[src/source/aluIssue_params.svh]
// Width and depth macros; slotIdxT is sized by $clog2, so RS_ENTRIES must be a power of two
`ifndef ALUISSUE_PARAMS_SVH
`define ALUISSUE_PARAMS_SVH

// Operand and result width
`define DATA_WIDTH 32

// Result tag width, set by the upstream renamer
`define TAG_WIDTH 4

// Reservation station depth
`define RS_ENTRIES 4

// Opcode field width, must fit every aluOpT member
`define OP_WIDTH 3

`endif

[src/source/aluIssuePkg.sv]
// Shared types for the ALU issue stage; widths come from the params header and nothing here is tunable
`include "aluIssue_params.svh"

package aluIssuePkg;

	// Operand and result payload
	typedef logic [`DATA_WIDTH-1:0] dataT;

	// Name of a result not yet produced
	typedef logic [`TAG_WIDTH-1:0] tagT;

	// One bit per RS entry, for free, ready and grant masks
	typedef logic [`RS_ENTRIES-1:0] slotMaskT;

	// Index of one RS entry
	typedef logic [$clog2(`RS_ENTRIES)-1:0] slotIdxT;

	// ALU function select
	typedef enum logic [`OP_WIDTH-1:0] {
		opAdd = 3'd0,
		opSub = 3'd1,
		opAnd = 3'd2,
		opOr  = 3'd3,
		opXor = 3'd4,
		opSlt = 3'd5 // Signed less-than, 1 or 0
	} aluOpT;

	// Dispatch handshake and flush sequencing
	typedef enum logic [1:0] {
		stIdle,
		stAck,
		stFlush
	} ctrlStateT;

endpackage

[src/source/issueControl.sv]
// Dispatch FSM for a four-phase req/ack; the producer must hold its fields until ack, and full lags a cycle
`include "aluIssue_params.svh"

module issueControl import aluIssuePkg::*; (
	input  logic     clk,
	input  logic     rstN,
	input  logic     dispatchReq,
	input  logic     flush,
	input  slotMaskT freeMask,
	output logic     dispatchAck,
	output logic     allocEn,
	output slotIdxT  allocSlot,
	output logic     flushAll,
	output logic     full
);

	ctrlStateT state;
	ctrlStateT nextState;
	slotIdxT   freeSlot;               // Lowest free entry
	logic      anyFree;

	// Lowest index wins, scan from the top down
	always_comb begin
		freeSlot = '0;
		for (int i = `RS_ENTRIES - 1; i >= 0; i--) begin
			if (freeMask[i]) freeSlot = slotIdxT'(i);
		end
	end

	assign anyFree = |freeMask;

	always_comb begin
		nextState = state;
		allocEn   = 1'b0;
		unique case (state)
			stIdle: begin
				if (flush) begin
					nextState = stFlush;   // Flush beats a pending request
				end else if (dispatchReq && anyFree) begin
					allocEn   = 1'b1;
					nextState = stAck;
				end
			end
			stAck: begin
				// Hold ack until the producer lets go of req
				if (!dispatchReq) nextState = flush ? stFlush : stIdle;
			end
			stFlush: nextState = flush ? stFlush : stIdle;
			default: nextState = stIdle;
		endcase
	end

	always_ff @(posedge clk or negedge rstN) begin
		if (!rstN) begin
			state <= stIdle;
			full  <= 1'b0;
		end else begin
			state <= nextState;
			full  <= !anyFree;
		end
	end

	assign allocSlot   = freeSlot;
	assign dispatchAck = (state == stAck);
	// Raw flush clears at once, stFlush keeps the window shut one more cycle
	assign flushAll    = flush || (state == stFlush);

endmodule

[config.mk]
export PLATFORM = sky130hd
export DESIGN_NAME = issueControl
export DESIGN_NICKNAME = d
export VERILOG_FILES = /design/src/source/aluIssuePkg.sv /design/src/source/issueControl.sv
export VERILOG_INCLUDE_DIRS = /design/src /design/src/source
export SDC_FILE = /design/constraint.sdc
export NUM_CORES = 1
export LEC_CHECK = 0
export BUFFER_PORTS_ARGS = -buffer_cell sky130_fd_sc_hd__buf_2
export CORE_AREA = 2 2 39 41
export DETAILED_ROUTE_END_ITERATION = 7
export DIE_AREA = 0 0 41 43
export PLACE_DENSITY = 0.38
export RECOVER_POWER = 50
export SETUP_SLACK_MARGIN = 0.4
export SYNTH_ARGS = -nofsm -noshare
export SYNTH_HDL_FRONTEND = slang
export SYNTH_SLANG_ARGS = --single-unit
[constraint.sdc]
create_clock -name clk -period 3.6 [get_ports clk]
set_clock_uncertainty 0.05 [all_clocks]
set_input_delay 0.72 -clock clk [delete_from_list [all_inputs] [get_ports clk]]
set_output_delay 0.72 -clock clk [all_outputs]
set_load 0.02 [all_outputs]
==> impl_metrics.tcl <==
set metrics [dict create \
    num_rows 14 \
    netlist_area_um2 260 \
    cts.clk_slew.worst_paths_ns 0.04 \
    synth_warnings 0 \
    cp_common_cell "buf_2" \
    post_cts_buffers 0 \
    nFillCells 160 \
    crit_fanout 4 \
    synth_nets 39 \
    gp_congestion 0.703 \
    synth_top_area_share_pct 28.8 \
    drv_cap 0 \
    ys_types 18 \
    cts_tree "built" \
    cts.sink_count 3 \
    pwr_density_cell_nw_per_um2 540 \
    tns_ns 0 \
    min_period_ns 2.36 \
    worst_pin_slew_ns 0.471 \
    grt_use_total_pct 8.43 \
    end_kind "output port" \
    h-tree-depth 1 \
    drc 0 \
    drt_iter0_markers 3 \
    dp_hpwl_um 487 \
    critPathMaxStageDelay_ns 0.46 \
    worst_path_max_delay_cell "nor4_1" \
    arrival_ns 1.59 \
    nets 57 \
    dr.pass1.iters 2 \
    num_vias 266 \
    syn2layout_area_growth_pct 39.4 \
    clkLatencyLatePin_ns 0.23 \
    postLayoutCellArea_um2 363 \
    synth.largest_area_cell "dfrtp_1" \
    ys_ff_latch 3 \
    cts.path.max_buffers 2 \
    diodes 0 \
    slew_violations 0 \
    drive_above_1_share_pct 34.1 \
    drt-total-wl_um 594 \
    hold_path.class "in -> async" \
    crit_type "in -> out" \
    cp-start-kind "primary input" \
    wire_per_inst_um 9.90 \
    outcome "complete, no violations" \
    grt_max_degree 6 \
    ys_seq_area_share_pct 28.8 \
    routed_via_density 4.43 \
    layout_common_cells "11 x buf_2, 4 x inv_1, 4 x ha_1" \
    worstPathRequired_ns 2.83 \
    final-hold-violation-count 0 \
    fp.coreArea_um2 1380 \
    ant_nets 0 \
    synthTopCellsByArea "dfrtp_1 29%, ha_1 19%, o41ai_2 6.3%" \
    grt_pass1_wl_um 938 \
    grt_pass1_vias 241 \
    port_buffers 13 \
    fin_crit_sh_pct 65.6 \
    grt_overflow_total 0 \
    die_area_um2 1760 \
    cts_buffers 3 \
    peakVddDrop_uv 201 \
    setup_viol 0 \
    p_leak_nw 0.183 \
    final_common_cell "buf_2" \
    ios 14 \
    maxSlewHeadroom_pct 68.3 \
    die_x_um 41 \
    die_y_um 43 \
    avgSynthCellArea_um2 9.64 \
    hold_buffers 0 \
    initial_utilization_pct 18.8 \
    root_buffer "clkbuf_4" \
    rsz0062_at_grt "false" \
    placed_area_um2 345 \
    crit_chain "buf_2 > nor4_1 > nor3b_1 > buf_2" \
    cts_resized 0 \
    antenna_found_initial 0 \
    max_freq_mhz 424 \
    synthCells 27 \
]
## synthesized netlist by cell type
| cell | count |
|---|---|
| ha_1 | 4 |
| nand2_1 | 1 |
| a21oi_1 | 1 |
| dfrtp_1 | 3 |
| o41ai_2 | 1 |
| inv_1 | 4 |
| o211ai_1 | 1 |
| o41ai_1 | 1 |
| nor2_1 | 2 |
| a32o_1 | 1 |
| nor3b_1 | 1 |
| nor2b_1 | 1 |
| nor4_2 | 1 |
| nor3_1 | 1 |
| a22oi_1 | 1 |
| nand2b_1 | 1 |
| mux2i_1 | 1 |
| or2_1 | 1 |
## power by group
part	leakage, nW	internal, W	switching (W)
logic	0.128	0.0000364	0.0000487
registers	0.0395	0.0000424	0.00000976
clock network	0.0150	0.0000415	0.0000172
total	0.183	0.000120	0.0000757
## registers in the layout, summed over array words and instances (netlist names)
register	cells
full	1
state	2
## final cells by class
type | count | area (µm²) | share of cell area (%)
well taps | 16 | 20.0 | 5.52
inverters | 4 | 15.0 | 4.14
repair buffers | 13 | 62.6 | 17.2
flip-flops and latches | 3 | 75.1 | 20.7
clock buffers | 4 | 26.3 | 7.24
multi-input cells | 20 | 164 | 45.2
## metrics by stage
| step | cells | total power [W] | util (%) | worst slack [ns] | hold WS, ns |
|---|---|---|---|---|---|
| after floorplan | 27 | 0.000111 | - | 1.44 | 0.374 |
| after global placement | 56 | 0.000138 | 25.0 | 1.34 | 0.467 |
| after detailed placement | 56 | 0.000139 | 25.0 | 1.30 | 0.467 |
| after CTS | 60 | 0.000201 | 26.9 | 1.31 | 0.218 |
| after global routing | 60 | 0.000216 | 26.2 | 1.10 | 0.231 |
| final | 60 | 0.000196 | 26.2 | 1.24 | 0.234 |
## routing by layer
metal	track usage, %	wire (µm)	share of wire (%)
met3	6.81	86	14
met1	8.65	268	45
met2	10.9	225	38
met4	6.00	13	2.2
met5	0	0	0
## critical path, delay by kind of cell
family                 cells  cell delay [ns]
AND/OR/NAND/NOR            2             0.56
buffers and inverters      2             0.31
## worst paths after layout
check,startpoint,endpoint,cells after the start,slack (ns)
worst max-delay path,freeMask[0],allocEn,4,1.24
worst min-delay path,rstN,full,1,0.23
worst max register to register,state[0],state[1],5,2.21
worst min register to register,state[1],state[1],2,0.58
max in group asynchronous,rstN,state[0],1,3.11
min in group clk,state[1],state[1],2,0.58
## logic make-up after synthesis
kind of cell             synth area share, %
AO/OA/AOI/OAI                           21.2
adder cells (fa/ha/maj)                 19.2
buffers and inverters                   5.77
flip-flops                              28.8
multiplexers                            3.85
AND/OR/NAND/NOR                         21.2
Note: power is estimated with default switching activity, not from simulation.
