$ cat config.mk
export PLATFORM = sky130hd
export DESIGN_NAME = aluExecute
export DESIGN_NICKNAME = d
export VERILOG_FILES = /design/src/source/aluIssuePkg.sv /design/src/source/aluExecute.sv
export VERILOG_INCLUDE_DIRS = /design/src /design/src/source
export SDC_FILE = /design/constraint.sdc
export NUM_CORES = 1
export LEC_CHECK = 0
export ABC_AREA = 1
export BUFFER_PORTS_ARGS = -buffer_cell sky130_fd_sc_hd__buf_4
export CORE_ASPECT_RATIO = 1.75
export CORE_MARGIN = 3
export CORE_UTILIZATION = 54
export CTS_CLUSTER_DIAMETER = 60
export DETAILED_ROUTE_END_ITERATION = 8
export GPL_TIMING_DRIVEN = 0
export PLACE_DENSITY = 0.79
export REMOVE_ABC_BUFFERS = 1
export SETUP_SLACK_MARGIN = 0.4
export SKIP_CTS_REPAIR_TIMING = 1
export SLEW_MARGIN = 10
export SYNTH_ARGS = -nofsm -noshare
export SYNTH_HDL_FRONTEND = slang
export SYNTH_SLANG_ARGS = --single-unit
$ cat constraint.sdc
create_clock -name clk -period 0.8 [get_ports clk]
set_clock_uncertainty 0.2 [all_clocks]
set_input_delay 0.12 -clock clk [delete_from_list [all_inputs] [get_ports clk]]
set_output_delay 0.12 -clock clk [all_outputs]
set_load 0.02 [all_outputs]
$ cat src/source/aluIssue_params.svh
// Width and depth macros; slotIdxT is sized by $clog2, so RS_ENTRIES must be a power of two
`ifndef ALUISSUE_PARAMS_SVH
`define ALUISSUE_PARAMS_SVH

// Operand and result width
`define DATA_WIDTH 32

// Result tag width, set by the upstream renamer
`define TAG_WIDTH 4

// Reservation station depth
`define RS_ENTRIES 4

// Opcode field width, must fit every aluOpT member
`define OP_WIDTH 3

`endif

$ cat src/source/aluIssuePkg.sv
// Shared types for the ALU issue stage; widths come from the params header and nothing here is tunable
`include "aluIssue_params.svh"

package aluIssuePkg;

	// Operand and result payload
	typedef logic [`DATA_WIDTH-1:0] dataT;

	// Name of a result not yet produced
	typedef logic [`TAG_WIDTH-1:0] tagT;

	// One bit per RS entry, for free, ready and grant masks
	typedef logic [`RS_ENTRIES-1:0] slotMaskT;

	// Index of one RS entry
	typedef logic [$clog2(`RS_ENTRIES)-1:0] slotIdxT;

	// ALU function select
	typedef enum logic [`OP_WIDTH-1:0] {
		opAdd = 3'd0,
		opSub = 3'd1,
		opAnd = 3'd2,
		opOr  = 3'd3,
		opXor = 3'd4,
		opSlt = 3'd5 // Signed less-than, 1 or 0
	} aluOpT;

	// Dispatch handshake and flush sequencing
	typedef enum logic [1:0] {
		stIdle,
		stAck,
		stFlush
	} ctrlStateT;

endpackage

$ cat src/source/aluExecute.sv
// Single-cycle ALU with a registered result bus; no stall, so a result is lost if nobody listens
module aluExecute import aluIssuePkg::*; (
	input  logic  clk,
	input  logic  rstN,
	input  logic  issueValid,
	input  aluOpT issueOp,
	input  dataT  issueA,
	input  dataT  issueB,
	input  tagT   issueTag,
	output logic  resultValid,
	output tagT   resultTag,
	output dataT  resultValue
);

	dataT aluOut;
	logic lessThan;                    // Signed compare for opSlt

	assign lessThan = $signed(issueA) < $signed(issueB);

	always_comb begin
		unique case (issueOp)
			opAdd:   aluOut = issueA + issueB;
			opSub:   aluOut = issueA - issueB;
			opAnd:   aluOut = issueA & issueB;
			opOr:    aluOut = issueA | issueB;
			opXor:   aluOut = issueA ^ issueB;
			opSlt:   aluOut = dataT'(lessThan); // Zero-extended flag
			default: aluOut = '0;
		endcase
	end

	// One-cycle valid pulse per issued instruction
	always_ff @(posedge clk or negedge rstN) begin
		if (!rstN) begin
			resultValid <= 1'b0;
		end else begin
			resultValid <= issueValid;
		end
	end

	// Tag and value held between results
	always_ff @(posedge clk) begin
		if (issueValid) begin
			resultTag   <= issueTag;
			resultValue <= aluOut;
		end
	end

endmodule

==> results of run 1 <==
cell families after synthesis:
group,share of synthesized area
AOI/OAI and AO/OA,0.109
buffers and inverters,0.185
and+or+nand+nor,0.372
DFF,0.147
xor gates and xnor gates,0.0140
adders and majority gates,0.173
synth_stat cells (all sizes together):
master and count:
nand3 113, fa 2, xor2 10, o21bai 5, edfxtp 36, o21ai 26, ha 101, nor4 2
and2 1, o221ai 7, o211ai 1, nor3 14, clkbuf 6, a21oi 76, o22ai 30, inv 300
nand4 8, xnor2 2, and3 3, dfrtp 1, nand2 423, nor2 102, nand3b 2, buf 33
a221oi 1
metal layers:
metal	overflow	track usage
met2	37	0.860
met4	21	0.675
met5	0	0.0313
met1	0	0.624
met3	0	0.418
through the flow:
stage          instances  setup TNS [ps]
2_1_floorplan       1266          -34940
4_1_cts             1562          -59020
3_5_place_dp        1554          -68420
3_3_place_gp        1550          -93200
==> summary.md, run 1 <==
| Metric | Value |
|---|---|
| Mapped Cells | `1,305` |
| Largest cells by area after synthesis | `sky130_fd_sc_hd__nand2_1 (21%), sky130_fd_sc_hd__ha_1 (17%), sky130_fd_sc_hd__inv_1 (15%), sky130_fd_sc_hd__edfxtp_1 (14%), sky130_fd_sc_hd__nand3_1 (7.1%)` |
| Placed wire-length estimate after detailed placement | `22,500 um` |
| Flip-flop and latch count after synthesis | `37` |
| Congestion Overflow GR | `58` |
| Std-Cell Rows | `56` |
| PortBufs | `110` |
| Largest net degree at the start of global routing | `38` |
| CTS sink count | `37` |
| Total global routing track utilization | `0.643` |
| Mean Syn Cell Area | `5.76 um2` |
| Error text reported by the tool | `[ERROR GRT-0232] Routing congestion too high. Check the congestion heatmap in the GUI.` |
| Die height | `162 um` |
| Kind of endpoint with the least setup slack | `register data pin` |
| Part of the Yosys area used for sequential elements | `0.147` |
| Synthesized area | `7510 um2` |
| Initial core utilization | `0.556` |
| Last stage the flow got to | `global routing` |
| H-tree depth | `2` |
| Status | `stopped before the end` |
| End pin of the worst setup path after global-route repair | `resultValue[22]$_DFFE_PP_/D` |
| Synth unique cells | `36` |
| Die outline width | `95.2 um` |
| Warnings from Yosys | `0` |
| Root buf cell | `sky130_fd_sc_hd__clkbuf_16` |
| I/O pin count | `111` |
| Final Wtd Congestion | `1.01` |
| CTS buffer count | `5` |
| Worst slack, placed | `-1950 ps` |
| Number of buffers on the longest clock path | `2` |
| Area share of the largest cell type after synthesis | `0.209` |
| DP Area | `8430 um2` |
| Largest area contributor in the synthesized netlist | `sky130_fd_sc_hd__nand2_1` |
==> run 2: changes to the inputs <==
--- a/config.mk
+++ b/config.mk
@@ -8,15 +8,12 @@
 export LEC_CHECK = 0
 export ABC_AREA = 1
 export BUFFER_PORTS_ARGS = -buffer_cell sky130_fd_sc_hd__buf_4
-export CORE_ASPECT_RATIO = 1.75
 export CORE_MARGIN = 3
-export CORE_UTILIZATION = 54
-export CTS_CLUSTER_DIAMETER = 60
+export CORE_UTILIZATION = 40
 export DETAILED_ROUTE_END_ITERATION = 8
 export GPL_TIMING_DRIVEN = 0
-export PLACE_DENSITY = 0.79
+export PLACE_DENSITY_LB_ADDON = 0.15
 export REMOVE_ABC_BUFFERS = 1
-export SETUP_SLACK_MARGIN = 0.4
 export SKIP_CTS_REPAIR_TIMING = 1
 export SLEW_MARGIN = 10
 export SYNTH_ARGS = -nofsm -noshare
==> constraint.sdc (replaced) <==
create_clock -name clk -period 1 [get_ports clk]
set_clock_uncertainty 0.2 [all_clocks]
set_input_delay 0.15 -clock clk [delete_from_list [all_inputs] [get_ports clk]]
set_output_delay 0.15 -clock clk [all_outputs]
set_load 0.02 [all_outputs]
==> run 2 against run 1 <==
Net effect:
- synthesized cell count is the same
- synthesized area unchanged
- the flow now finishes, with violations (setup timing)
==> summary.md, run 2 <==
| Metric | Value |
|---|---|
| Most frequent cell after synthesis | `sky130_fd_sc_hd__nand2_1` |
| CTS sink count | `37` |
| Final slew viol count | `0` |
| Final hold slack | `81.1 ps` |
| Starting DRT DRC Count | `705` |
| Worst-case hold path end point | `resultValid` |
| Cell family with the largest share of critical-path delay | `simple AND/OR/NAND/NOR gates` |
| Die height | `143 um` |
| Mean Syn Cell Area | `5.76 um2` |
| Total global routing track utilization | `0.254` |
| Share of flip-flops with an asynchronous set or reset | `0.0270` |
| Root buf cell | `sky130_fd_sc_hd__clkbuf_16` |
| Filler cells | `1,630` |
| DRC | `0` |
| CTS buffer count | `5` |
| Final count of hold timing violations | `0` |
| Most frequent cells in the layout | `sky130_fd_sc_hd__nand2_1 (268), sky130_fd_sc_hd__inv_1 (208), sky130_fd_sc_hd__nand2_2 (104)` |
| Synthesized area | `7510 um2` |
| Warnings from Yosys | `0` |
| Largest area contributor in the synthesized netlist | `sky130_fd_sc_hd__nand2_1` |
| Core Footprint | `18,200 um2` |
| Prevailing post-synth register cell | `sky130_fd_sc_hd__edfxtp_1` |
| Largest net degree at the start of global routing | `38` |
| H-tree depth | `2` |
| Std-Cell Rows | `49` |
| CP Class | `in2reg` |
| Power after layout | `0.0107 W` |
| Synth unique cells | `36` |
| Final period demand of the worst path | `1880 ps` |
| Area share of the largest cell type after synthesis | `0.209` |
| Worst path bufs/invs | `1` |
| Filler-free cell count of the finished design | `1,687` |
| Hold Path Depth | `1` |
| DR vias | `8,742` |
| Transition at the pin with the smallest max-transition slack | `952 ps` |
| Clock tree from TritonCTS | `yes` |
| Global-route wire length before repair | `40,000 um` |
| Category of the worst setup path launch point | `input pin` |
| Critical-path cell list | `buf_8 > ha_4 > fa_2 > nand3_2 > nand3_4 > nand2_4 > nand2_4 > nand2_4 > nand2_4 > nand2_4 > nand3_2 > nand3_2 > nand3_2` |
| Number of buffers on the longest clock path | `2` |
| Fin crit share | `1.88` |
| Die outline width | `143 um` |
| Data arrival, critical path | `1740 ps` |
| Sum of routed wire length over all layers | `29,500 um` |
| Routed length per instance | `17.5 um` |
| Share of post-route cells with drive strength above 1 | `0.430` |
| Cell repeated most along the worst path | `sky130_fd_sc_hd__nand2_4` |
| Part of the Yosys area used for sequential elements | `0.147` |
| Initial core utilization | `0.413` |
| Top Registers | `resultValue (32), resultTag (4), resultValid (1)` |
| Post-detailed-route count of antenna-violating nets | `0` |
| Flip-flop and latch count after synthesis | `37` |
| Hold wc startpoint | `issueValid` |
| Worst slack, placed | `-1580 ps` |
| Delay of the slowest cell on the worst path | `400 ps` |
| Commonest non-fill, non-tap cell in the layout | `sky130_fd_sc_hd__nand2_1` |
| Max FFs per register | `32` |
| Initial antenna violation count | `0` |
| Top cells by count, synth | `sky130_fd_sc_hd__nand2_1 (419), sky130_fd_sc_hd__inv_1 (299), sky130_fd_sc_hd__nand3_1 (107)` |
| Final Wtd Congestion | `0.976` |
| Largest cells by area after synthesis | `sky130_fd_sc_hd__nand2_1 (21%), sky130_fd_sc_hd__ha_1 (17%), sky130_fd_sc_hd__inv_1 (15%), sky130_fd_sc_hd__edfxtp_1 (14%), sky130_fd_sc_hd__nand3_1 (7.1%)` |
| Static leakage | `6.00 nW` |
| Number of enable-type register cells in the synthesized netlist | `36` |
| # nets final | `1,634` |
| Tightest Hold Check Type | `in2reg` |
| Number of iterations in the first detailed-routing pass | `5` |
| Final antenna diode count | `0` |
| Placed wire-length estimate after detailed placement | `21,500 um` |
| Fin worst setup slack | `-882 ps` |
| PortBufs | `110` |
| Setup-failing EPs final | `69` |
| Placed cells | `1,609` |
| Worst relative slew slack | `0.365` |
| Die Outline Area | `20,500 um2` |
| Worst-path maximum fanout | `4` |
| Layout Area Growth over Synthesis | `55.1%` |
| Congestion Overflow GR | `0` |
| Max Cap Violations | `0` |
| Violations in the final reports | `setup timing` |
| Setup repair after global routing missed its margin | `yes` |
| Mapped Cells | `1,305` |
| Clock edge transition at the registers on the reported setup and hold paths | `60 ps` |
| Type of destination of the critical path | `register` |
| Maximum clock frequency | `531 MHz` |
| CP Data Required Time | `860 ps` |
| Per-cell via count in the routed design | `5.18` |
| I/O pin count | `111` |
| Final Util | `0.640` |
| Largest register by flop count | `resultValue` |
| Via count of the first global-routing pass | `7,384` |
| Peak ir drop on the vdd network | `0.663 mV` |
| Highest-delay cell along the critical path | `sky130_fd_sc_hd__fa_2` |
| Status | `finished, violations left` |
| Power density relative to cell area | `917 nW/um2` |
==> run 2: cell counts after synthesis <==
Identical to the previous run, type by type.
==> run 2: per-layer routing <==
| metal | global-route usage | wire (um) |
|---|---|---|
| met4 | 0.0535 | 670 |
| met2 | 0.383 | 13100 |
| met3 | 0.0382 | 2250 |
| met5 | 0 | 0 |
| met1 | 0.382 | 13500 |
==> run 2: logic make-up after synthesis <==
| kind of cell | after synthesis | share of synthesized area |
|---|---|---|
| buf+inv | 339 | 0.185 |
| flops | 37 | 0.147 |
| simple gates | 668 | 0.372 |
| fa+ha+maj | 103 | 0.173 |
| xor+xnor | 12 | 0.0140 |
| compound gates | 146 | 0.109 |
==> run 2: final cells by class <==
| class | instances | area, um2 | share of cell area |
|---|---|---|---|
| inverters | 300 | 1200 | 0.103 |
| repair buffers | 183 | 1860 | 0.159 |
| multi-input cells | 930 | 7020 | 0.602 |
| clock buffers | 5 | 125 | 0.0107 |
| clock inverters | 3 | 65.1 | 0.00558 |
| well taps | 229 | 287 | 0.0246 |
| flip-flops and latches | 37 | 1110 | 0.0949 |
==> run 2: through the flow <==
stage                     instance area (um2)  setup TNS (ps)
final                                   11700          -30820
after global routing                    11700          -33760
after CTS                                8680          -41070
after detailed placement                 8490          -52090
after global placement                   8370          -81770
after floorplan                          7250          -29500
==> run 2: where the power goes <==
part           internal [W]  switching (W)  total (W)
Clock               0.00143       0.000896    0.00233
Sequential          0.00193      0.0000772    0.00201
Combinational       0.00253        0.00382    0.00635
==> run 2: how the worst max path moves through the flow <==
stage | start | end | slack [ps] | cells past startpoint
6_report | issueB[0] | resultValue[30] | -880 | 13
5_1_grt | issueA[3] | resultValue[26] | -940 | 15
4_1_cts | issueA[0] | resultValue[30] | -1250 | 13
3_5_place_dp | issueA[6] | resultValue[27] | -1580 | 14
3_3_place_gp | issueOp[1] | resultValue[16] | -2620 | 6
2_1_floorplan | issueOp[1] | resultValue[1] | -1010 | 5
(Power assumes the default switching activity.)
==> run 3: changes to the inputs <==
--- a/config.mk
+++ b/config.mk
@@ -9,7 +9,7 @@
 export ABC_AREA = 1
 export BUFFER_PORTS_ARGS = -buffer_cell sky130_fd_sc_hd__buf_4
 export CORE_MARGIN = 3
-export CORE_UTILIZATION = 40
+export CORE_UTILIZATION = 54
 export DETAILED_ROUTE_END_ITERATION = 8
 export GPL_TIMING_DRIVEN = 0
 export PLACE_DENSITY_LB_ADDON = 0.15
==> constraint.sdc (replaced) <==
create_clock -name clk -period 1.7 [get_ports clk]
set_clock_uncertainty 0.2 [all_clocks]
set_input_delay 0.255 -clock clk [delete_from_list [all_inputs] [get_ports clk]]
set_output_delay 0.255 -clock clk [all_outputs]
set_load 0.02 [all_outputs]
==> run 3 against run 2 <==
Net effect:
- the run ends with DRC, setup timing left
- setup slack gained 580 ps
- clock power shrank 43%
- sequential power shrank 42%
- die area shrank 25%
- utilization grew 18 points
- hold slack lost 21 ps
- cell count shrank 3.3%
- total power shrank 43%
- flip-flop and latch count is the same
- sequential share of layout area grew 0.58 points
- critical path depth grew 3
- routed wire length grew 6.9%
- critical path type unchanged
==> summary.md, run 3 (synthesized netlist as in run 2, its figures left out) <==
| Metric | Value |
|---|---|
| Routed length per instance | `19.3 um` |
| Initial core utilization | `0.561` |
| Share of post-route cells with drive strength above 1 | `0.398` |
| PortBufs | `110` |
| Number of buffers on the longest clock path | `2` |
| Die Outline Area | `15,400 um2` |
| Combinational share of power | `0.589` |
| Congestion Overflow GR | `0` |
| Per-cell via count in the routed design | `5.83` |
| CP Data Required Time | `1550 ps` |
| I/O pin count | `111` |
| CTS buffer count | `5` |
| Post-detailed-route count of antenna-violating nets | `0` |
| Commonest non-fill, non-tap cell in the layout | `sky130_fd_sc_hd__nand2_1` |
| Maximum clock frequency | `499 MHz` |
| CP Launch Point | `issueA[2]` |
| Setup repair after global routing missed its margin | `yes` |
| Number of iterations in the first detailed-routing pass | `7` |
| Most frequent cells in the layout | `sky130_fd_sc_hd__nand2_1 (291), sky130_fd_sc_hd__inv_1 (226), sky130_fd_sc_hd__buf_4 (150)` |
| Worst-path maximum fanout | `6` |
| Register area | `1110 um2` |
| Static leakage | `5.75 nW` |
| Max Cap Violations | `0` |
| Die height | `124 um` |
| Final period demand of the worst path | `2010 ps` |
| Top Registers | `resultValue (32), resultTag (4), resultValid (1)` |
| DR vias | `9,516` |
| Power density relative to cell area | `552 nW/um2` |
| Sequential fraction of design power | `0.192` |
| Fin crit share | `1.18` |
| Filler cells | `896` |
| # nets final | `1,632` |
| Clock edge transition at the registers on the reported setup and hold paths | `60 ps` |
| Final slew viol count | `0` |
| Largest register by flop count | `resultValue` |
| Largest net degree at the start of global routing | `38` |
| Clock tree from TritonCTS | `yes` |
| Type of destination of the critical path | `register` |
| Internal portion of total power | `0.00330 W` |
| Final count of hold timing violations | `0` |
| CP Class | `in2reg` |
| Violations in the final reports | `DRC, setup timing` |
| Root buf cell | `sky130_fd_sc_hd__clkbuf_16` |
| Layout Area Growth over Synthesis | `46.3%` |
| H-tree depth | `2` |
| Category of the worst setup path launch point | `input pin` |
| DRC | `1` |
| Tightest Hold Check Type | `in2async` |
| Max FFs per register | `32` |
| Final antenna diode count | `0` |
| DP Area | `8330 um2` |
| Die outline width | `124 um` |
| Std-Cell Rows | `42` |
| Final Wtd Congestion | `0.971` |
| Final Util | `0.820` |
| Footprint of the multi-input gates | `6830 um2` |
| Data arrival, critical path | `1850 ps` |
| Peak ir drop on the vdd network | `0.384 mV` |
| Part of the power in the clock network | `0.220` |
| Placed wire-length estimate after detailed placement | `19,700 um` |
| Via count of the first global-routing pass | `7,283` |
| CTS sink count | `37` |
| Transition at the pin with the smallest max-transition slack | `894 ps` |
| Initial antenna violation count | `1` |
| Setup-failing EPs final | `29` |
| Starting DRT DRC Count | `1,201` |
| Net switching power | `0.00277 W` |
| Core Footprint | `13,400 um2` |
| Global-route wire length before repair | `37,300 um` |
| Fin worst setup slack | `-306 ps` |
| Switching part of the total | `0.456` |
| Status | `finished, violations left` |
| Design Area, Final | `11,000 um2` |
| Total global routing track utilization | `0.316` |
| Sum of routed wire length over all layers | `31,600 um` |
| Worst relative slew slack | `0.403` |
-- run 3: cell count changes in the layout (fill, tap and decap cells not counted), sizes merged --
| cell | before | now |
|---|---|---|
| buf | 177 | 171 |
| nand3 | 113 | 115 |
| nor2 | 103 | 104 |
| clkbuf | 5 | 7 |
| dlygate4sd3 | 6 | 5 |
-- run 3: final cells by class --
type | instances | share of cell area
tap | 176 | 0.0200
multi-input combinational | 933 | 0.622
clock buffer | 5 | 0.0114
timing repair buffer | 178 | 0.134
sequential | 37 | 0.101
clock inverter | 3 | 0.00592
inverter | 300 | 0.106
-- run 3: how the worst max path moves through the flow --
stage | to | slack, ps | cells past startpoint
finish | resultValue[0] | -310 | 16
floorplan | resultValue[1] | -420 | 5
detailed placement | resultValue[11] | -1120 | 8
global route | resultValue[0] | -410 | 16
global placement | resultValue[16] | -1960 | 6
CTS | resultValue[11] | -810 | 8
-- run 3: per-stage QoR --
step	total power [W]	worst slack, ps	std cells	hold WS (ps)	setup TNS [ps]
after global placement	0.00352	-1960	1552	-169	-53940
final	0.00607	-306	1632	60.1	-6330
after floorplan	0.00270	-416	1266	-241	-10460
after detailed placement	0.00354	-1120	1553	-166	-28440
after global routing	0.00630	-415	1632	90.3	-8290
after CTS	0.00486	-807	1561	-482	-18410
-- run 3: power by group through the flow --
stage | Combinational, W | Sequential, W | Clock, W
detailed placement | 0.00236 | 0.00118 | 0
finish | 0.00357 | 0.00116 | 0.00133
CTS | 0.00238 | 0.00116 | 0.00132
floorplan | 0.00139 | 0.00132 | 0
global route | 0.00379 | 0.00117 | 0.00134
global placement | 0.00234 | 0.00118 | 0
-- run 3: critical path: stages --
cell and delay (ps):
sky130_fd_sc_hd__buf_4 120, sky130_fd_sc_hd__inv_1 80, sky130_fd_sc_hd__ha_4 230, sky130_fd_sc_hd__buf_4 170, sky130_fd_sc_hd__nor2_4 140, sky130_fd_sc_hd__nand2_2 80
sky130_fd_sc_hd__nand3_4 90, sky130_fd_sc_hd__nand3_2 90, sky130_fd_sc_hd__nand2_2 120, sky130_fd_sc_hd__nand2_2 80, sky130_fd_sc_hd__nand2_2 90, sky130_fd_sc_hd__nand2_2 50
sky130_fd_sc_hd__nand2_1 50, sky130_fd_sc_hd__nand2_1 40, sky130_fd_sc_hd__nand3_1 70, sky130_fd_sc_hd__nand2_1 80
-- run 3: metal layers --
layer	routed length, um	global-route usage
met4	1670	0.0938
met3	3760	0.0563
met2	13700	0.477
met5	0	0
met1	12500	0.460
