### src/source/aluIssue_params.svh
// Width and depth macros; slotIdxT is sized by $clog2, so RS_ENTRIES must be a power of two
`ifndef ALUISSUE_PARAMS_SVH
`define ALUISSUE_PARAMS_SVH

// Operand and result width
`define DATA_WIDTH 32

// Result tag width, set by the upstream renamer
`define TAG_WIDTH 4

// Reservation station depth
`define RS_ENTRIES 4

// Opcode field width, must fit every aluOpT member
`define OP_WIDTH 3

`endif

### src/source/aluIssuePkg.sv
// Shared types for the ALU issue stage; widths come from the params header and nothing here is tunable
`include "aluIssue_params.svh"

package aluIssuePkg;

	// Operand and result payload
	typedef logic [`DATA_WIDTH-1:0] dataT;

	// Name of a result not yet produced
	typedef logic [`TAG_WIDTH-1:0] tagT;

	// One bit per RS entry, for free, ready and grant masks
	typedef logic [`RS_ENTRIES-1:0] slotMaskT;

	// Index of one RS entry
	typedef logic [$clog2(`RS_ENTRIES)-1:0] slotIdxT;

	// ALU function select
	typedef enum logic [`OP_WIDTH-1:0] {
		opAdd = 3'd0,
		opSub = 3'd1,
		opAnd = 3'd2,
		opOr  = 3'd3,
		opXor = 3'd4,
		opSlt = 3'd5 // Signed less-than, 1 or 0
	} aluOpT;

	// Dispatch handshake and flush sequencing
	typedef enum logic [1:0] {
		stIdle,
		stAck,
		stFlush
	} ctrlStateT;

endpackage

### src/source/rsEntries.sv
// RS storage; wakeup only from this ALU's result bus, grant must be one-hot and only on valid entries
`include "aluIssue_params.svh"

module rsEntries import aluIssuePkg::*; (
	input  logic     clk,
	input  logic     rstN,
	input  logic     allocEn,
	input  slotIdxT  allocSlot,
	input  aluOpT    dispatchOp,
	input  dataT     srcAValue,
	input  dataT     srcBValue,
	input  tagT      srcATag,
	input  tagT      srcBTag,
	input  tagT      destTag,
	input  logic     srcAReady,
	input  logic     srcBReady,
	input  slotMaskT grant,
	input  logic     flushAll,
	input  logic     resultValid,
	input  tagT      resultTag,
	input  dataT     resultValue,
	output slotMaskT freeMask,
	output slotMaskT readyMask,
	output logic     issueValid,
	output aluOpT    issueOp,
	output dataT     issueA,
	output dataT     issueB,
	output tagT      issueTag
);

	slotMaskT valid;                   // Entry occupied
	slotMaskT aReady;                  // Operand A holds a value
	slotMaskT bReady;
	aluOpT    opQ  [`RS_ENTRIES];
	dataT     aVal [`RS_ENTRIES];
	dataT     bVal [`RS_ENTRIES];
	tagT      aTag [`RS_ENTRIES];
	tagT      bTag [`RS_ENTRIES];
	tagT      dTag [`RS_ENTRIES];      // Destination tag

	slotMaskT allocHit;                // One-hot write select
	slotMaskT wakeA;
	slotMaskT wakeB;
	logic     allocWakeA;              // Result lands in the dispatch cycle
	logic     allocWakeB;

	// Bypass for a result broadcast while the instruction is being written
	assign allocWakeA = !srcAReady && resultValid && (resultTag == srcATag);
	assign allocWakeB = !srcBReady && resultValid && (resultTag == srcBTag);

	always_comb begin
		for (int i = 0; i < `RS_ENTRIES; i++) begin
			allocHit[i] = allocEn && (allocSlot == slotIdxT'(i));
			// Tag compare against the result bus, waiting operands only
			wakeA[i] = valid[i] && !aReady[i] && resultValid && (resultTag == aTag[i]);
			wakeB[i] = valid[i] && !bReady[i] && resultValid && (resultTag == bTag[i]);
		end
	end

	// Occupancy and operand readiness
	always_ff @(posedge clk or negedge rstN) begin
		if (!rstN) begin
			valid  <= '0;
			aReady <= '0;
			bReady <= '0;
		end else if (flushAll) begin
			valid <= '0;                   // Drop everything, ready bits are don't-care now
		end else begin
			for (int i = 0; i < `RS_ENTRIES; i++) begin
				if (allocHit[i]) begin
					valid[i]  <= 1'b1;
					aReady[i] <= srcAReady || allocWakeA;
					bReady[i] <= srcBReady || allocWakeB;
				end else begin
					if (grant[i]) valid[i] <= 1'b0; // Freed on issue
					if (wakeA[i]) aReady[i] <= 1'b1;
					if (wakeB[i]) bReady[i] <= 1'b1;
				end
			end
		end
	end

	// Payload, written on alloc and patched on wakeup
	always_ff @(posedge clk) begin
		for (int i = 0; i < `RS_ENTRIES; i++) begin
			if (allocHit[i]) begin
				opQ[i]  <= dispatchOp;
				aVal[i] <= allocWakeA ? resultValue : srcAValue;
				bVal[i] <= allocWakeB ? resultValue : srcBValue;
				aTag[i] <= srcATag;
				bTag[i] <= srcBTag;
				dTag[i] <= destTag;
			end else begin
				if (wakeA[i]) aVal[i] <= resultValue;
				if (wakeB[i]) bVal[i] <= resultValue;
			end
		end
	end

	assign freeMask   = ~valid;
	assign readyMask  = valid & aReady & bReady;
	assign issueValid = |grant;

	// Read port, grant is one-hot so the last hit is the only hit
	always_comb begin
		issueOp  = opAdd;
		issueA   = '0;
		issueB   = '0;
		issueTag = '0;
		for (int i = 0; i < `RS_ENTRIES; i++) begin
			if (grant[i]) begin
				issueOp  = opQ[i];
				issueA   = aVal[i];
				issueB   = bVal[i];
				issueTag = dTag[i];
			end
		end
	end

endmodule

### config.mk
export PLATFORM = sky130hd
export DESIGN_NAME = rsEntries
export DESIGN_NICKNAME = d
export VERILOG_FILES = /design/src/source/aluIssuePkg.sv /design/src/source/rsEntries.sv
export VERILOG_INCLUDE_DIRS = /design/src /design/src/source
export SDC_FILE = /design/constraint.sdc
export NUM_CORES = 1
export LEC_CHECK = 0
export CORE_MARGIN = 1.5
export CORE_UTILIZATION = 32
export CTS_BUF_LIST = sky130_fd_sc_hd__clkbuf_8 sky130_fd_sc_hd__clkbuf_16
export CTS_CLUSTER_SIZE = 16
export DETAILED_ROUTE_END_ITERATION = 8
export DONT_BUFFER_PORTS = 1
export SLEW_MARGIN = 0
export SYNTH_ARGS = -nofsm -noshare
export SYNTH_HDL_FRONTEND = slang
export SYNTH_SLANG_ARGS = --single-unit
### constraint.sdc
create_clock -name clk -period 5.65 [get_ports clk]
set_clock_uncertainty 0.05 [all_clocks]
set_input_delay 0.2825 -clock clk [delete_from_list [all_inputs] [get_ports clk]]
set_output_delay 0.2825 -clock clk [all_outputs]
set_load 0.05 [all_outputs]
==> run summary, run 1 <==
status: finished clean
CTS resizes: 0
die area: 54140 um2
Worst-Skew Late Latency: 0.55 ns
Final Hold Viols: 0
number of synthesized flops with an enable pin: 316
post-synthesis compound-gate area fraction: 10.06%
Post-CTS Setup Bufs: 0
fraction of layout cells with a size suffix above 1: 27.55%
final net count: 1433
Worst Hold Class: in2reg
XOR/XNOR Fraction of Synth Area: 1.764%
HPWL after DPL: 27.10 mm
port buffer count: 0
drt via density: 5.121
Max-slew headroom: 15.50%
Clock transition at path regs: 0.06 ns
Synth Warn #: 0
combinational family with the most area after synthesis: multiplexers
Clock Sinks: 328
routability cong.: 0.7549
Placement Cell Area: 17390 um2
Post-Syn Area per Cell: 14.65 um2
share of Yosys cell area claimed by the top area cell type: 56.21%
1st-iter DRT viols: 498
largest net degree at the start of global routing: 145
antenna violations before repair: 2
# hold bufs at CTS: 162
global-route wire length before repair: 68.12 mm
vias in the first global route: 10797
final instance area: 20320 um2
Critical Path Start Type: flop
area share of fa/ha/maj cells after synthesis: 0%
Detail Route Antenna Nets: 0
Final period util: 56.16%
Synth Cell Area: 16880 um2
Seq cells post-synth: 328
die width: 232.7 um
asr flop ratio synth: 3.659%
fmax: 315.1 MHz
RSZ-0062 raised after global routing: no
fin crit period: 3.173 ns
CTS Buffer Depth: 3
largest cells by area after synthesis: edfxtp_1 56%, mux2_4 17%, mux2_2 4.4%, a22oi_1 3.3%, a21oi_1 2.5%
row count: 83
nature of the critical path endpoint: flop
Post-Synth Simple-Gate Area: 4.476%
total CTS buffers: 40
Crit Path Max Fanout: 32
VDD IR-drop max: 189.1 uV
Seq/Total Area, Yosys: 57.99%
Max-Cap Viols: 0
drc violations: 0
CP required: 5.89 ns
critical path arrival: 3.41 ns
area grow syn2layout: 20.38%
Post-Syn Nets: 1280
leading area contributor after synthesis: edfxtp_1
most common cell in the netlist: edfxtp_1
TNS Setup: 0 ns
Yosys cell types: 37
actual slew at the worst max-slew pin: 1.268 ns
Pwr Density: 302.8 nW/um2
Die H: 232.7 um
Starting Density: 32.64%
mux contribution to synthesized area: 21.30%
Setup violations, final: 0
Syn Inst Count: 1152
gr ovfl total: 0
drt pass-1 iters: 4
WL/cell: 23.09 um
top cells by count, synth: 316 x edfxtp_1, 190 x mux2_4, 84 x a21oi_1
leakage power: 7.080 nW
CTS root buffer: clkbuf_16
Power, Total: 6.155 mW
I/O pin total: 208
critical path class: reg2reg
CTS H-tree depth: 2
Most used DFF post-synth: edfxtp_1
CTS tree: yes
core area: 51720 um2
via count: 10313
fin util: 39.30%
gr usage total: 17.11%
Detailed Route WL: 46.51 mm
Max Slew Vio Count: 0
[flip-flops by register name (all words and copies together) (netlist names)]
| name | flops |
|---|---|
| bVal | 128 |
| aReady | 4 |
| aTag | 16 |
| bReady | 4 |
| bTag | 16 |
| valid | 4 |
| aVal | 128 |
| opQ | 12 |
| dTag | 16 |
[per-layer routing]
layer / part of all wire [%] / track usage, % / up-vias / wire (um)
li1: - / - / 4715 / -
met1: 43 / 21.12 / 5249 / 19830
met2: 48 / 29.02 / 279 / 22550
met3: 6.5 / 4.620 / 70 / 3038
met4: 2.3 / 5.302 / 0 / 1084
met5: 0 / 0 / - / 0
[kinds of logic after synthesis]
kind of cell	Yosys count
flops	328
compound gates	259
mux	256
simple gates	178
buf+inv	97
xor+xnor	34
[worst max-delay path: stages (launching register included)]
cell and delay, ns:
edfxtp_1 0.39, xnor2_1 0.17, nand4_1 0.33, o41ai_4 0.38
buf_4 0.65, mux2_4 0.35, dlygate4sd3_1 0.56
[stage by stage]
stage	std cells	setup WS (ns)	hold WS, ns
2_1_floorplan	1152	1.845	-0.06309
3_3_place_gp	1781	2.783	-0.06168
5_1_grt	2014	2.342	0.1011
4_1_cts	2012	2.488	0.04135
6_report	2014	2.477	0.08959
3_5_place_dp	1781	2.697	-0.06171
[final cells by class]
class | count | area [um2]
inverters | 20 | 77.57
multi-input cells | 727 | 6476
well taps | 680 | 850.8
repair buffers | 188 | 1817
fillers | 4902 | 31390
clock inverters | 28 | 281.5
diodes | 2 | 5.005
clock buffers | 41 | 1026
flip-flops and latches | 328 | 9789
[power breakdown]
| part | internal, mW | switching, mW | total [mW] |
|---|---|---|---|
| Clock | 1.55 | 1.03 | 2.58 |
| Combinational | 0.306 | 0.424 | 0.731 |
| Sequential | 2.80 | 0.0490 | 2.85 |
[cell usage in the layout (no fill, tap or decap), drive strengths merged, types with 5 or more instances in the layout]
cell and count:
o31ai 8, clkbuf 41, dfrtp 12, dlygate4sd3 162
o21ai 79, bufinv 5, edfxtp 316, clkinvlp 5
nor2 70, nand4 8, mux2 256, clkinv 16
o41ai 8, a21oi 84, a22oi 74, inv 22
xnor2 32, nand2 81, buf 26
[final timing paths]
kind | endpoint | depth (start not counted) | startpoint | slack (ns)
max | aVal[2][27] | 6 | aTag[2][0] | 2.48
min | aReady[3] | 3 | flushAll | 0.09
max reg2reg | aVal[2][27] | 6 | aTag[2][0] | 2.48
min reg2reg | valid[0] | 2 | valid[0] | 0.52
max in group asynchronous | valid[0] | 1 | rstN | 4.98
min in group asynchronous | valid[1] | 1 | rstN | 0.15
(Power assumes the default switching activity.)
==> run 2, diff against run 1 <==
==> constraint.sdc (replaced) <==
create_clock -name clk -period 3.21 [get_ports clk]
set_clock_uncertainty 0.05 [all_clocks]
set_input_delay 0.1605 -clock clk [delete_from_list [all_inputs] [get_ports clk]]
set_output_delay 0.1605 -clock clk [all_outputs]
set_load 0.05 [all_outputs]
==> run 2 against run 1 <==
Global-route usage shrank 0.078 points. Die area is the same. Critical endpoint is now bVal[0][16]. Non-clock buffer count grew 81. Worst hold slack gained 0.024 ns. Combinational power grew 92%. Utilization grew 1.1 points. Highest routed layer is now met5. Flip-flop and latch count is the same. Cell count grew 3.9%. Via count grew 3.0%. Register-to-register slack lost 2.2 ns.
==> run summary, run 2 (synthesis gave the netlist of run 1 again) <==
# hold bufs at CTS: 165
Max Slew Vio Count: 0
Die H: 232.7 um
fraction of layout cells with a size suffix above 1: 31.16%
Placement Cell Area: 18010 um2
Pwr Density: 510.2 nW/um2
Clock transition at path regs: 0.06 ns
Seq pwr share: 47.0%
critical path arrival: 3.18 ns
routability cong.: 0.7680
Post-CTS Setup Bufs: 0
Post-Place Worst Slack: 0.8355 ns
global-route wire length before repair: 68.17 mm
end of the worst register-to-register path: bVal[0][16]
CTS resizes: 0
Largest regs: aVal x128, bVal x128
reg2reg path depth: 6
Final period util: 91.32%
Final Hold Viols: 0
Power, Total: 10.65 mW
worst path cell trace: xnor2_1, nand4_1, o41ai_4, buf_4, mux2_4, dlygate4sd3_1
Worst-Skew Late Latency: 0.56 ns
Setup violations, final: 0
actual slew at the worst max-slew pin: 0.9789 ns
Crit path max-delay family: buffers and inverters
TNS Setup: 0 ns
reg2reg start: bTag[0][1]
HPWL after DPL: 28.33 mm
Max-slew headroom: 34.30%
port buffer count: 0
fin crit period: 2.931 ns
Sw Share: 25.05%
Detailed Route WL: 46.82 mm
gr ovfl total: 0
final instance area: 20880 um2
most common cell after layout, fill and taps aside: edfxtp_1
Starting Density: 32.64%
total CTS buffers: 40
nature of the critical path endpoint: flop
Crit path buffers/inverters: 2
via count: 10625
drt pass-1 iters: 7
status: finished clean
antenna violations before repair: 5
fillers: 4807
CTS H-tree depth: 2
most frequent cells in the layout: 316 x edfxtp_1, 190 x mux2_4, 165 x dlygate4sd3_1, 101 x buf_4, 84 x a21oi_1
Critical Path Start Type: flop
Net Switching: 2.668 mW
final net count: 1514
clock share of power: 39.9%
gr usage total: 17.03%
Crit Path Max Fanout: 16
Comb power frac: 13.1%
fmax: 341.1 MHz
RSZ-0062 raised after global routing: no
end of the critical path: bVal[0][16]
leakage power: 7.483 nW
CTS Buffer Depth: 3
Max-Cap Viols: 0
die width: 232.7 um
CP max stage cell: dlygate4sd3_1
row count: 83
Hold Startpoint: resultTag[3]
R2R Setup Slk: 0.28 ns
area grow syn2layout: 23.66%
VDD IR-drop max: 361.7 uV
core area: 51720 um2
final setup margin: 0.2787 ns
critical path class: reg2reg
Critical Path Stages: 6
CP required: 3.46 ns
antenna cells: 0
die area: 54140 um2
drc violations: 0
I/O pin total: 208
largest net degree at the start of global routing: 145
drt via density: 5.079
Internal Pwr Total: 7.984 mW
CTS root buffer: clkbuf_16
1st-iter DRT viols: 543
WL/cell: 22.38 um
Worst Hold Class: in2reg
vias in the first global route: 10750
CTS tree: yes
slowest stage delay, CP: 0.55 ns
crit path from: bTag[0][1]
Clock Sinks: 328
Detail Route Antenna Nets: 0
[run 2: worst min-delay path by stage]
stage               slack, ns        end  depth (start not counted)
finish                   0.11  aReady[1]                          5
global route             0.14  aReady[2]                          4
CTS                      0.06  aReady[1]                          5
detailed placement      -0.18   valid[0]                          0
global placement        -0.18   valid[0]                          0
floorplan               -0.19  aReady[0]                          0
[run 2: cell type report]
class	count	area [um2]	area share, %
multi-input combinational	727	6476	31.02
tap	680	850.8	4.075
timing repair buffer	269	2470	11.83
clock buffer	40	1001	4.794
sequential	328	9789	46.89
clock inverter	28	212.7	1.019
inverter	20	77.57	0.3716
[run 2: metrics by stage]
step	utilization [%]	instances	hold slack [ns]
after floorplan	-	1152	-0.1851
after global placement	34.83	1859	-0.1839
after detailed placement	34.83	1859	-0.1839
after CTS	40.37	2092	0.06178
after global routing	40.37	2092	0.1371
final	40.37	2092	0.1136
[run 2: tightest hold or removal path, cell delays in order]
cell	delay, ns
xnor2_1	0.05
nand4_1	0.20
o21ai_0	0.12
nand2_1	0.08
a22oi_1	0.06
[run 2: power groups by stage]
| stage | combinational, mW | sequential [mW] | clock, mW |
|---|---|---|---|
| 2_1_floorplan | 0.927 | 5.07 | 0 |
| 3_3_place_gp | 1.12 | 5.09 | 0 |
| 3_5_place_dp | 1.14 | 5.10 | 0 |
| 4_1_cts | 1.40 | 5.01 | 4.37 |
| 5_1_grt | 1.48 | 5.03 | 4.50 |
| 6_report | 1.40 | 5.01 | 4.25 |
[run 2: routing by layer]
metal	part of all wire, %	global-route usage [%]	vias to the layer above
li1	-	-	4874
met1	42	21.13	5390
met2	50	29.11	278
met3	6.4	4.596	73
met4	2.1	4.536	10
met5	0.15	0	-
==> run 3, diff against run 2 <==
--- a/config.mk
+++ b/config.mk
@@ -6,6 +6,7 @@
 export SDC_FILE = /design/constraint.sdc
 export NUM_CORES = 1
 export LEC_CHECK = 0
+export ABC_AREA = 1
 export CORE_MARGIN = 1.5
 export CORE_UTILIZATION = 32
 export CTS_BUF_LIST = sky130_fd_sc_hd__clkbuf_8 sky130_fd_sc_hd__clkbuf_16
==> run 3 against run 2 <==
Cell count increased by 53%. Synthesized area increased by 10%. Synthesized cell count is 97% higher. Combinational power rose by 24%. Sequential share of layout area decreased by 4.0 points. Largest cell class unchanged.
==> run summary, run 3 <==
nature of the critical path endpoint: flop
Final period util: 87.66%
via count: 18141
fraction of layout cells with a size suffix above 1: 10.61%
area grow syn2layout: 22.54%
Setup violations, final: 0
Comb power frac: 15.3%
Sw Share: 27.62%
Seq cells post-synth: 328
Post-Syn Area per Cell: 8.216 um2
# hold bufs at CTS: 156
total CTS buffers: 38
CTS root buffer: clkbuf_16
most frequent cells in the layout: 668 x nand2_1, 344 x nand3_1, 316 x edfxtp_1, 234 x nand4_1, 171 x inv_1
Seq pwr share: 43.7%
Critical Path Start Type: primary input
port buffer count: 0
final net count: 2522
met3 wire length: 8.646 mm
RSZ-0062 raised after global routing: no
leading area contributor after synthesis: edfxtp_1
Pwr Density: 497.7 nW/um2
CTS tree: yes
most common cell after layout, fill and taps aside: nand2_1
I/O pin total: 208
Placement Cell Area: 19920 um2
row count: 88
Max-Cap Viols: 0
CP required: 3.60 ns
top cells by count, synth: 673 x nand2_1, 348 x nand3_1, 316 x edfxtp_1
Detail Route Antenna Nets: 0
VDD IR-drop max: 301.4 uV
clock share of power: 41.0%
die width: 244.2 um
Non-Filler Instances: 3191
CTS resizes: 0
final instance area: 22800 um2
Hold WS: 0.02381 ns
Starting Density: 32.32%
top sig layer: met5
critical path class: in2reg
vias in the first global route: 17555
global-route wire length before repair: 109.8 mm
routability cong.: 0.8523
core area: 57590 um2
WL/cell: 23.28 um
fin crit period: 2.814 ns
Post-Syn Nets: 2393
Yosys cell types: 25
DR WL met2: 34.22 mm
status: finished clean
crit path from: srcBReady
Die H: 244.2 um
Seq/Total Area, Yosys: 52.61%
gr ovfl total: 0
Final Hold Viols: 0
Post-Route M1 WL: 28.33 mm
Max-slew headroom: 33.80%
antenna violations before repair: 5
dpl cells: 2963
Net Switching: 3.135 mW
drt pass-1 iters: 9
Syn Inst Count: 2265
critical path arrival: 3.21 ns
Worst-Skew Late Latency: 0.56 ns
leakage power: 9.558 nW
1st-iter DRT viols: 2165
Max Slew Vio Count: 0
gr usage total: 24.33%
Post-CTS Setup Bufs: 0
most common cell in the netlist: nand2_1
Clock Sinks: 328
drt via density: 5.685
die area: 59610 um2
Worst Hold Class: in2reg
largest cells by area after synthesis: edfxtp_1 51%, nand2_1 14%, nand3_1 9.4%, nand4_1 7.9%, o21ai_0 3.9%
drc violations: 0
fillers: 5716
Clock transition at path regs: 0.06 ns
Synth Cell Area: 18610 um2
reg2reg start: bTag[1][0]
Most used DFF post-synth: edfxtp_1
CTS Buffer Depth: 3
number of synthesized flops with an enable pin: 316
Synth Warn #: 0
TNS Setup: 0 ns
Power, Total: 11.35 mW
largest net degree at the start of global routing: 144
share of Yosys cell area claimed by the top area cell type: 50.99%
actual slew at the worst max-slew pin: 0.9876 ns
Detailed Route WL: 74.29 mm
CTS H-tree depth: 2
Crit Path Max Fanout: 23
HPWL after DPL: 45.73 mm
Internal Pwr Total: 8.214 mW
fmax: 355.4 MHz
asr flop ratio synth: 3.659%
Hold Startpoint: resultValue[25]
Largest regs: aVal x128, bVal x128
-- run 3: cells by family after synthesis --
family | count (synthesis) | share of synthesized area, %
buffers and inverters | 369 | 7.860
and+or+nand+nor | 1343 | 33.42
DFF | 328 | 52.61
AOI/OAI and AO/OA | 223 | 6.018
xor gates and xnor gates | 2 | 0.09415
-- run 3: power groups by stage --
stage	clock network (mW)	logic, mW	registers [mW]
global placement	0	1.45	5.04
detailed placement	0	1.47	5.05
floorplan	0	1.06	5.03
finish	4.66	1.74	4.96
global route	4.81	1.86	4.97
CTS	4.66	1.71	4.96
-- run 3: path summary, 6_finish.rpt --
kind / cells after the start / to / slack (ns)
worst max-delay path: 10 / bVal[1][13] / 0.40
worst min-delay path: 4 / bVal[0][25] / 0.02
worst max register to register: 9 / bVal[1][26] / 0.49
worst min register to register: 2 / aReady[3] / 0.44
max in group asynchronous: 2 / aReady[1] / 2.14
min in group asynchronous: 2 / bReady[1] / 0.58
-- run 3: metal layers --
metal	up-vias	GRT usage, %
met3	207	5.817
met2	1269	38.80
li1	8120	-
met5	-	0
met4	4	10.77
met1	8541	31.31
-- run 3: critical path: stages --
cell and delay, ns:
dlygate4sd3_1 0.53, inv_1 0.21, nand2_1 0.14, a21oi_4 0.15, nand3_2 0.68, buf_12 0.46, nand2_2 0.11, nand3_1 0.10
nand2_1 0.10, dlygate4sd3_1 0.54
-- run 3: final cells by class --
cell class | instances | area (um2) | area share [%]
repair buffers | 288 | 2665 | 11.69
multi-input cells | 1568 | 7431 | 32.59
diodes | 3 | 7.507 | 0.03292
inverters | 170 | 638.1 | 2.798
clock inverters | 28 | 290.3 | 1.273
clock buffers | 41 | 1026 | 4.499
flip-flops and latches | 328 | 9789 | 42.93
well taps | 765 | 957.2 | 4.197
-- run 3: stage by stage --
stage / setup WS [ns] / utilization, %
floorplan: 0.9071 / -
global placement: 0.9322 / 34.59
detailed placement: 0.9161 / 34.59
CTS: 0.4911 / 39.59
global route: 0.3262 / 39.60
finish: 0.3963 / 39.60
